**src/hw/mvu_pkg.sv**
```systemverilog
package mvu_pkg;

    // Plane and bank geometry
    localparam int N_LANES      = 16;   // Vector elements, one bit each per plane
    localparam int BBANKA       = 6;    // Bank address width, 64 planes per bank

    // Job configuration fields
    localparam int BPREC        = 2;    // Precision minus one, so 1 to 4 bits
    localparam int BSHIFT       = 3;    // Pair significance, weight bit plus input bit

    // Datapath widths
    localparam int BPOP         = 5;    // Popcount of a 16-bit plane, 0 to 16
    localparam int BACC         = 16;   // Holds 16 x 15 x 15 without wrap

    // Quantizer
    localparam int BQMSBIDX     = 4;    // MSB index into the accumulator
    localparam int BQOUT        = 4;    // Widest output precision

    // Read path from request register to operand output
    localparam int MEMRDLATENCY = 2;

endpackage

```
**src/hw/mvu_agu.sv**
```systemverilog
`timescale 1ns/100ps

module mvu_agu (
    input  logic                        clk,
    input  logic                        rst_n,
    input  logic                        start,       // Job request from host
    input  logic                        done,        // End of job from VVP
    input  logic [mvu_pkg::BBANKA-1:0]  wbaseaddr,   // Weight plane of bit 0
    input  logic [mvu_pkg::BBANKA-1:0]  ibaseaddr,   // Input plane of bit 0
    input  logic [mvu_pkg::BBANKA-1:0]  wstride,     // Distance between weight planes
    input  logic [mvu_pkg::BBANKA-1:0]  istride,     // Distance between input planes
    input  logic [mvu_pkg::BPREC-1:0]   wprecision,  // Weight bits minus one
    input  logic [mvu_pkg::BPREC-1:0]   iprecision,  // Input bits minus one
    output logic                        job_start,   // Start accepted this edge
    output logic                        busy,        // Job in flight
    output logic                        rd_en,       // Plane pair request
    output logic                        rd_last,     // Final pair of the job
    output logic [mvu_pkg::BBANKA-1:0]  rd_waddr,
    output logic [mvu_pkg::BBANKA-1:0]  rd_iaddr,
    output logic [mvu_pkg::BSHIFT-1:0]  rd_shift     // Significance of the pair
);
    import mvu_pkg::*;

    logic              busy_q;      // Set on accept, dropped by done
    logic [BBANKA-1:0] wbase_q;
    logic [BBANKA-1:0] ibase_q;
    logic [BBANKA-1:0] wstride_q;
    logic [BBANKA-1:0] istride_q;
    logic [BPREC-1:0]  iprec_q;     // Reload value for the inner loop
    logic [BPREC-1:0]  wbit;        // Outer loop, weight bit, MSB first
    logic [BPREC-1:0]  ibit;        // Inner loop, input bit, MSB first
    logic [BBANKA-1:0] woff;
    logic [BBANKA-1:0] ioff;

    // Busy drops in the same cycle done is high, so the next start can land there
    assign busy      = busy_q & ~done;
    assign job_start = start & ~busy;

    // Job state and configuration buffer
    always_ff @(posedge clk) begin
        if (!rst_n) begin
            busy_q <= 1'b0;
        end else if (job_start) begin
            busy_q <= 1'b1;                     // Accept wins over a same-edge done
        end else if (done) begin
            busy_q <= 1'b0;
        end
    end

    always_ff @(posedge clk) begin
        if (job_start) begin                    // Config sampled only on accept
            wbase_q   <= wbaseaddr;
            ibase_q   <= ibaseaddr;
            wstride_q <= wstride;
            istride_q <= istride;
            iprec_q   <= iprecision;
        end
    end

    // Bit walk, one pair per cycle
    always_ff @(posedge clk) begin
        if (!rst_n) begin
            rd_en <= 1'b0;
            wbit  <= '0;
            ibit  <= '0;
        end else if (job_start) begin
            rd_en <= 1'b1;                      // First pair in the cycle after accept
            wbit  <= wprecision;
            ibit  <= iprecision;
        end else if (rd_en) begin
            if (ibit != '0) begin
                ibit <= ibit - 1'b1;            // Next input bit
            end else if (wbit != '0) begin
                wbit <= wbit - 1'b1;            // Next weight bit, restart inputs
                ibit <= iprec_q;
            end else begin
                rd_en <= 1'b0;                  // Last pair issued
            end
        end
    end

    // Plane addresses, wrap inside the bank
    assign woff     = BBANKA'(wbit) * wstride_q;
    assign ioff     = BBANKA'(ibit) * istride_q;
    assign rd_waddr = wbase_q + woff;
    assign rd_iaddr = ibase_q + ioff;
    assign rd_shift = BSHIFT'(wbit) + BSHIFT'(ibit);
    assign rd_last  = rd_en && (wbit == '0) && (ibit == '0);

    // The walk lives strictly inside a job, done included
    a_rd_in_job: assert property (@(posedge clk) disable iff (!rst_n) rd_en |-> busy)
        else $error("mvu_agu: rd_en high while not busy");

endmodule

```
**src/hw/mvu_bank.sv**
```systemverilog
`timescale 1ns/100ps

module mvu_bank (
    input  logic                        clk,
    input  logic                        rst_n,
    input  logic                        busy,       // Blocks host data writes
    input  logic                        wrw_en,     // Weight write, no handshake
    input  logic [mvu_pkg::BBANKA-1:0]  wrw_addr,
    input  logic [mvu_pkg::N_LANES-1:0] wrw_word,
    input  logic                        wrc_en,     // Data write request
    input  logic [mvu_pkg::BBANKA-1:0]  wrc_addr,
    input  logic [mvu_pkg::N_LANES-1:0] wrc_word,
    input  logic                        rd_en,
    input  logic [mvu_pkg::BBANKA-1:0]  rd_waddr,
    input  logic [mvu_pkg::BBANKA-1:0]  rd_iaddr,
    input  logic [mvu_pkg::BSHIFT-1:0]  rd_shift,
    input  logic                        rd_last,
    output logic                        wrc_grnt,   // Data write accepted
    output logic                        op_valid,
    output logic [mvu_pkg::N_LANES-1:0] op_wplane,
    output logic [mvu_pkg::N_LANES-1:0] op_iplane,
    output logic [mvu_pkg::BSHIFT-1:0]  op_shift,
    output logic                        op_last
);
    import mvu_pkg::*;

    logic [N_LANES-1:0] mem_w [2**BBANKA];              // Weight bank
    logic [N_LANES-1:0] mem_d [2**BBANKA];              // Data bank
    logic [BBANKA-1:0]  waddr_q;                        // Request register
    logic [BBANKA-1:0]  iaddr_q;
    logic [N_LANES-1:0] wpipe [MEMRDLATENCY];           // Read data stages
    logic [N_LANES-1:0] ipipe [MEMRDLATENCY];
    logic [MEMRDLATENCY:0] valid_pipe;                  // Sideband, request stage included
    logic [MEMRDLATENCY:0] last_pipe;
    logic [BSHIFT-1:0]  shift_pipe [MEMRDLATENCY+1];

    // Host owns the data bank only while no job runs
    assign wrc_grnt = wrc_en & ~busy;

    // Write ports
    always_ff @(posedge clk) begin
        if (wrw_en) begin
            mem_w[wrw_addr] <= wrw_word;
        end
        if (wrc_en && wrc_grnt) begin
            mem_d[wrc_addr] <= wrc_word;
        end
    end

    // Read path, request register then MEMRDLATENCY data stages
    always_ff @(posedge clk) begin
        waddr_q  <= rd_waddr;
        iaddr_q  <= rd_iaddr;
        wpipe[0] <= mem_w[waddr_q];
        ipipe[0] <= mem_d[iaddr_q];
        for (int s = 1; s < MEMRDLATENCY; s++) begin
            wpipe[s] <= wpipe[s-1];
            ipipe[s] <= ipipe[s-1];
        end
    end

    // Sideband follows the data with the same depth
    always_ff @(posedge clk) begin
        if (!rst_n) begin
            valid_pipe <= '0;
            last_pipe  <= '0;
        end else begin
            valid_pipe <= {valid_pipe[MEMRDLATENCY-1:0], rd_en};
            last_pipe  <= {last_pipe[MEMRDLATENCY-1:0], rd_last};
        end
    end

    always_ff @(posedge clk) begin
        shift_pipe[0] <= rd_shift;
        for (int s = 1; s <= MEMRDLATENCY; s++) begin
            shift_pipe[s] <= shift_pipe[s-1];
        end
    end

    assign op_valid  = valid_pipe[MEMRDLATENCY];
    assign op_last   = last_pipe[MEMRDLATENCY];
    assign op_shift  = shift_pipe[MEMRDLATENCY];
    assign op_wplane = wpipe[MEMRDLATENCY-1];
    assign op_iplane = ipipe[MEMRDLATENCY-1];

    // A host write must never race a plane read of the running job
    a_no_wr_during_rd: assert property (@(posedge clk) disable iff (!rst_n)
        (wrc_en && wrc_grnt) |-> !rd_en)
        else $error("mvu_bank: data write granted during a read");

endmodule

```
**src/hw/mvu_vvp.sv**
```systemverilog
`timescale 1ns/100ps

module mvu_vvp (
    input  logic                         clk,
    input  logic                         rst_n,
    input  logic                         job_start,     // Accepting edge of a job
    input  logic [mvu_pkg::BPREC-1:0]    oprecision,    // Output bits minus one
    input  logic [mvu_pkg::BQMSBIDX-1:0] quant_msbidx,  // Accumulator bit for result MSB
    input  logic                         op_valid,
    input  logic [mvu_pkg::N_LANES-1:0]  op_wplane,
    input  logic [mvu_pkg::N_LANES-1:0]  op_iplane,
    input  logic [mvu_pkg::BSHIFT-1:0]   op_shift,
    input  logic                         op_last,
    output logic                         done,          // One-cycle end of job
    output logic                         irq,           // Held until next start
    output logic [mvu_pkg::BQOUT-1:0]    result
);
    import mvu_pkg::*;

    logic [BPREC-1:0]    oprec_q;       // Latched on accept
    logic [BQMSBIDX-1:0] qmsb_q;
    logic                in_job_q;      // From accept to done
    logic [N_LANES-1:0]  andw;
    logic [BPOP-1:0]     pop;
    logic                pop_valid_q;   // Stage 1
    logic                pop_last_q;
    logic [BPOP-1:0]     pop_q;
    logic [BSHIFT-1:0]   pop_shift_q;
    logic [BACC-1:0]     acc_q;         // Stage 2
    logic                acc_done_q;
    logic [BQOUT-1:0]    qword;         // Quantizer output
    logic                ovf;

    always_ff @(posedge clk) begin
        if (job_start) begin
            oprec_q <= oprecision;
            qmsb_q  <= quant_msbidx;
        end
    end

    always_ff @(posedge clk) begin
        if (!rst_n) begin
            in_job_q <= 1'b0;
        end else if (job_start) begin
            in_job_q <= 1'b1;
        end else if (acc_done_q) begin
            in_job_q <= 1'b0;           // Drops with the done edge
        end
    end

    // Ones in the AND of the two planes
    assign andw = op_wplane & op_iplane;

    always_comb begin
        pop = '0;
        for (int l = 0; l < N_LANES; l++) begin
            pop = pop + BPOP'(andw[l]);
        end
    end

    // Stage 1, register the count with its sideband
    always_ff @(posedge clk) begin
        if (!rst_n) begin
            pop_valid_q <= 1'b0;
            pop_last_q  <= 1'b0;
        end else begin
            pop_valid_q <= op_valid & in_job_q;
            pop_last_q  <= op_valid & in_job_q & op_last;
        end
    end

    always_ff @(posedge clk) begin
        pop_q       <= pop;
        pop_shift_q <= op_shift;
    end

    // Stage 2, shift-accumulate by significance
    always_ff @(posedge clk) begin
        if (!rst_n) begin
            acc_q      <= '0;
            acc_done_q <= 1'b0;
        end else begin
            acc_done_q <= pop_last_q;
            if (job_start) begin
                acc_q <= '0;            // Fresh sum per job
            end else if (pop_valid_q) begin
                acc_q <= acc_q + (BACC'(pop_q) << pop_shift_q);
            end
        end
    end

    // Quantizer window, MSB at qmsb_q, oprec_q+1 bits wide
    always_comb begin
        int src;
        ovf   = 1'b0;
        qword = '0;
        for (int b = 0; b < BACC; b++) begin
            if (b > int'(qmsb_q) && acc_q[b]) begin
                ovf = 1'b1;             // Sum exceeds the window
            end
        end
        for (int j = 0; j < BQOUT; j++) begin
            src = int'(qmsb_q) - int'(oprec_q) + j;
            if (j <= int'(oprec_q) && src >= 0) begin
                qword[j] = acc_q[src];  // Below bit 0 stays zero
            end
        end
        if (ovf) begin
            for (int j = 0; j < BQOUT; j++) begin
                qword[j] = (j <= int'(oprec_q)); // Saturate within output width
            end
        end
    end

    // Result, done and irq
    always_ff @(posedge clk) begin
        if (!rst_n) begin
            result <= '0;
            done   <= 1'b0;
            irq    <= 1'b0;
        end else begin
            done <= acc_done_q;
            if (acc_done_q) begin
                result <= qword;
            end
            if (job_start) begin
                irq <= 1'b0;            // Acknowledged by the next job
            end else if (acc_done_q) begin
                irq <= 1'b1;
            end
        end
    end

    // Bank output must belong to a job the AGU accepted
    a_op_in_job: assert property (@(posedge clk) disable iff (!rst_n) op_valid |-> in_job_q)
        else $error("mvu_vvp: operand valid outside a job");

endmodule

```
**src/hw/mvu_top.sv**
```systemverilog
`timescale 1ns/100ps

module mvu_top (
    input  logic                         clk,
    input  logic                         rst_n,
    input  logic                         start,
    input  logic [mvu_pkg::BBANKA-1:0]   wbaseaddr,
    input  logic [mvu_pkg::BBANKA-1:0]   ibaseaddr,
    input  logic [mvu_pkg::BBANKA-1:0]   wstride,
    input  logic [mvu_pkg::BBANKA-1:0]   istride,
    input  logic [mvu_pkg::BPREC-1:0]    wprecision,
    input  logic [mvu_pkg::BPREC-1:0]    iprecision,
    input  logic [mvu_pkg::BPREC-1:0]    oprecision,
    input  logic [mvu_pkg::BQMSBIDX-1:0] quant_msbidx,
    input  logic                         wrw_en,      // Weight bank write
    input  logic [mvu_pkg::BBANKA-1:0]   wrw_addr,
    input  logic [mvu_pkg::N_LANES-1:0]  wrw_word,
    input  logic                         wrc_en,      // Data bank write request
    input  logic [mvu_pkg::BBANKA-1:0]   wrc_addr,
    input  logic [mvu_pkg::N_LANES-1:0]  wrc_word,
    output logic                         wrc_grnt,
    output logic                         done,
    output logic                         irq,
    output logic [mvu_pkg::BQOUT-1:0]    result
);
    import mvu_pkg::*;

    logic               job_start;    // AGU to VVP
    logic               busy;         // AGU to bank
    logic               rd_en;
    logic               rd_last;
    logic [BBANKA-1:0]  rd_waddr;
    logic [BBANKA-1:0]  rd_iaddr;
    logic [BSHIFT-1:0]  rd_shift;
    logic               op_valid;     // Bank to VVP
    logic               op_last;
    logic [N_LANES-1:0] op_wplane;
    logic [N_LANES-1:0] op_iplane;
    logic [BSHIFT-1:0]  op_shift;

    mvu_agu u_agu (
        .clk        (clk),
        .rst_n      (rst_n),
        .start      (start),
        .done       (done),
        .wbaseaddr  (wbaseaddr),
        .ibaseaddr  (ibaseaddr),
        .wstride    (wstride),
        .istride    (istride),
        .wprecision (wprecision),
        .iprecision (iprecision),
        .job_start  (job_start),
        .busy       (busy),
        .rd_en      (rd_en),
        .rd_last    (rd_last),
        .rd_waddr   (rd_waddr),
        .rd_iaddr   (rd_iaddr),
        .rd_shift   (rd_shift)
    );

    mvu_bank u_bank (
        .clk       (clk),
        .rst_n     (rst_n),
        .busy      (busy),
        .wrw_en    (wrw_en),
        .wrw_addr  (wrw_addr),
        .wrw_word  (wrw_word),
        .wrc_en    (wrc_en),
        .wrc_addr  (wrc_addr),
        .wrc_word  (wrc_word),
        .rd_en     (rd_en),
        .rd_waddr  (rd_waddr),
        .rd_iaddr  (rd_iaddr),
        .rd_shift  (rd_shift),
        .rd_last   (rd_last),
        .wrc_grnt  (wrc_grnt),
        .op_valid  (op_valid),
        .op_wplane (op_wplane),
        .op_iplane (op_iplane),
        .op_shift  (op_shift),
        .op_last   (op_last)
    );

    mvu_vvp u_vvp (
        .clk          (clk),
        .rst_n        (rst_n),
        .job_start    (job_start),
        .oprecision   (oprecision),
        .quant_msbidx (quant_msbidx),
        .op_valid     (op_valid),
        .op_wplane    (op_wplane),
        .op_iplane    (op_iplane),
        .op_shift     (op_shift),
        .op_last      (op_last),
        .done         (done),
        .irq          (irq),
        .result       (result)
    );

endmodule

```
**config.mk**
```make
export PLATFORM = sky130hd
export DESIGN_NAME = mvu_top
export DESIGN_NICKNAME = d
export VERILOG_FILES = /design/src/hw/mvu_pkg.sv /design/src/hw/mvu_agu.sv /design/src/hw/mvu_bank.sv /design/src/hw/mvu_vvp.sv /design/src/hw/mvu_top.sv
export SDC_FILE = /design/constraint.sdc
export NUM_CORES = 2
export LEC_CHECK = 0
export CORE_AREA = 5 5 421 423
export DETAILED_ROUTE_END_ITERATION = 8
export DIE_AREA = 0 0 426 428
export DONT_BUFFER_PORTS = 1
export SYNTH_ARGS = -nofsm -noshare
export SYNTH_HDL_FRONTEND = slang
export SYNTH_HIERARCHICAL = 1
export SYNTH_SLANG_ARGS = --single-unit
```
**constraint.sdc**
```tcl
create_clock -name clk -period 6.8 [get_ports clk]
set_input_delay 0.34 -clock clk [delete_from_list [all_inputs] [get_ports clk]]
set_output_delay 0.34 -clock clk [all_outputs]
set_load 0.02 [all_outputs]
```
==> metrics.txt <==
drt wl/cell=approximately 29 um; total die area=182000 sq um; Tcrit/Tclk final=between 50% and 60%; CTS resizes=0; # IOs=90; final non-filler cell area=approximately 100000 sq um; Max Transition Viols Final=0; Vias/cell=about 6.0; asr flop ratio synth=0%; Critical Path RT=7520 ps; largest cells by area after synthesis=edfxtp_1 73%, mux4_2 12%, dfxtp_1 3.1%; post-synth top area share=just over 70%; EDFF count, synth=2080; Setup Skew=46.3 ps; final wirelength=around 200000 um; outcome=finished clean; Mapped Cells=4156; first-pass GRT wire length=around 290000 um; clock-pin slew on the worst setup and hold paths=~60 ps; Leakage Power=about 32 nW; placed cell area=roughly 89000 sq um; Post-Syn Area per Cell=about 21 sq um; Critical Path Fanout Max=2; Total GRT Usage=between 20 and 25%; post-DP HPWL=about 120000 um; Critical Path End=u_vvp/pop_q[4]; Reg2Reg Capture Point=u_vvp/pop_q[4]; leading area contributor after synthesis=edfxtp_1; row cnt=approximately 150; Slew headroom=between 20 and 25%; CP Capture Type=flop; Initial Util=49.7%; Max IR drop VDD=between 0.2 and 0.25 mV; chip height=~430 um; clock latency on the worst-skew pair=~830 ps; IO buf count=0; initial antenna violation count=11; PwrDens=325 nW/um^2; gpl congestion=about 0.81; fill count=12.9k; R2R cell count=11; CTS root buf=clkbuf_16; critical path startpoint=u_bank/wpipe[0][27]; Post-CTS Setup Inserts=0; RSZ-0062 raised after global routing=false; critical path arrival=approximately 4500 ps; post-detailed-route count of antenna-violating nets=0; total gr overflow=0; final worst slack=just over 3000 ps; CORE AREA=173000 sq um; fmax=about 0.27 GHz; Yosys cell types=75; WS Path Type=reg2reg; clk buf depth=3; DRC Markers=0; Final nets=4541; DR vias=about 42k; crit path launch type=flop; synthesized area=around 86000 sq um; pre-CTS setup slack=approximately 3000 ps; clock sink total=2211; Worst-Margin Slew=around 1200 ps; setup TNS=0 ps; number of synthesized register bits=roughly 2.2k; cts bufs inserted=between 200 and 250; DIE WIDTH=approximately 430 um; hold_buf cts=approximately 110; largest net degree at the start of global routing=100; Fin. Hold Viols=0; fraction of layout cells with a size suffix above 1=23.4%; TritonCTS clock tree=built; reg2reg setup slack=3070 ps; R2R Path Start=u_bank/wpipe[0][27]; vias in the first global route=approximately 42k; DR iter-0 viols=about 4.5k; final setup vio count=0; worst hold path type=in2reg; Post-Synthesis Net Count=between 4k and 5k; YS warnings=6; max_cap viols=0; Pre-antenna DRT Iters=5; Area Overhead vs Synth=13.4%; register area share after synthesis=about three quarters; min Tclk post-route=3730 ps; ys flop type=edfxtp_1; htree depth=4
-- flip-flops by register name (all words and copies together) (netlist names), 6 cells and up, named ones only --
register,flops
u_agu/ibase_q,6
u_agu/istride_q,6
u_agu/wbase_q,6
u_agu/wstride_q,6
u_bank/ipipe,32
u_bank/mem_d,1024
u_bank/mem_w,1024
u_bank/shift_pipe,9
u_bank/wpipe,32
u_vvp/acc_q,16
-- cells by family after synthesis --
family / after synthesis / share of synthesized area [%]
and+or+nand+nor: 499 / 2.78
muxes: 655 / 14.9
xor gates and xnor gates: 34 / 0.355
DFF: 2211 / 75.7
buffers and inverters: 302 / 1.88
adders and majority gates: 59 / 1.06
AOI/OAI and AO/OA: 396 / 3.30
-- critical path: stages, from the launching register on --
cell and delay, ps:
dfxtp_1 300, and2_1 160, fa_1 540, inv_1 60, fa_1 490, fa_1 490, inv_1 50, fa_1 450
fa_1 420, fa_1 460, a21oi_1 150, nor2b_1 60
-- where the power goes --
part           switching, W  internal, W
registers          0.000357       0.0152
logic               0.00262      0.00179
clock network       0.00503      0.00666
total               0.00801       0.0237
-- cells in the final DEF, fill, tap and decap left out, types with 24 or more instances in the layout --
| cell | instances |
|---|---|
| edfxtp_1 | 2080 |
| mux4_2 | 469 |
| clkbuf_16 | 224 |
| nor2_1 | 163 |
| a22oi_1 | 156 |
| buf_4 | 151 |
| dfxtp_1 | 121 |
| mux2i_1 | 120 |
| nand2_1 | 111 |
| dlygate4sd3_1 | 75 |
| a21oi_1 | 71 |
| clkinv_2 | 57 |
| inv_1 | 53 |
| nand3_1 | 47 |
| clkbuf_1 | 46 |
| clkinv_1 | 45 |
| mux2_2 | 44 |
| and2_1 | 43 |
| ha_1 | 36 |
| buf_16 | 32 |
| o22ai_1 | 30 |
| xnor2_1 | 28 |
| nor2b_1 | 24 |
| a221oi_1 | 24 |
-- metal layers --
metal	global-route usage [%]	wire length, um	part of all wire (%)
met5	0	13	0.0065
met4	4.98	3980	2.0
met3	4.63	16800	8.4
met2	33.3	93300	47
met1	33.1	85800	43
-- through the flow --
step | util [%] | hold WS (ps) | total power [W] | std cells
6_report | 56.3 | 98.4 | 0.0317 | 6914
5_1_grt | 56.3 | 74.8 | 0.0329 | 6913
4_1_cts | 56.3 | 19.4 | 0.0320 | 6913
3_5_place_dp | 51.4 | 313 | 0.0200 | 6393
3_3_place_gp | 51.4 | 312 | 0.0200 | 6393
2_1_floorplan | - | 310 | 0.0186 | 4156
-- synth_stat cells (3+ instances only) --
master,n
dfxtp_1,131
buf_4,58
nor3_1,20
and3_1,7
a21oi_1,71
nor2_1,175
mux4_1,22
mux4_2,469
nand2_1,111
a22o_1,13
nand3_1,47
mux2_2,44
buf_1,18
buf_6,15
xnor2_1,28
a221oi_1,24
o311ai_1,8
a22oi_1,156
a31oi_1,4
and2_1,44
mux2i_1,120
clkbuf_1,82
a221o_1,3
a211oi_1,12
fa_1,23
or3_1,13
buf_2,71
inv_1,53
nand2b_1,20
o22ai_1,30
ha_1,36
o221ai_1,5
o21a_1,3
a21o_1,14
and2_2,3
xor2_1,5
nand4_1,3
nand3b_1,8
and4_1,5
nor2b_1,27
o21ai_0,19
buf_12,3
o211ai_1,4
o211a_1,14
edfxtp_1,2080
-- area by class of cell --
type	instances	area (sq um)	area share [%]
Sequential cell	2211	65100	66.8
Multi-Input combinational cell	1643	19400	19.8
Tap cell	2325	2910	2.98
Clock buffer	284	5960	6.11
Timing Repair Buffer	267	2950	3.02
Clock inverter	129	1020	1.05
Inverter	54	203	0.208
Antenna cell	1	2.50	0.00257
-- worst min-delay path by stage --
stage	start	to	slack, ps	depth (start not counted)
finish	wrw_addr[3]	u_bank/mem_w[24][15]	100	2
CTS	wrw_addr[3]	u_bank/mem_w[24][15]	20	2
global placement	u_bank/shift_pipe[0][0]	u_bank/shift_pipe[0][3]	310	0
detailed placement	u_bank/wpipe[0][12]	u_bank/wpipe[0][28]	310	0
global route	wrw_addr[3]	u_bank/mem_w[24][15]	70	2
floorplan	u_bank/ipipe[0][0]	u_bank/ipipe[0][16]	310	0
(Power assumes the default switching activity.)
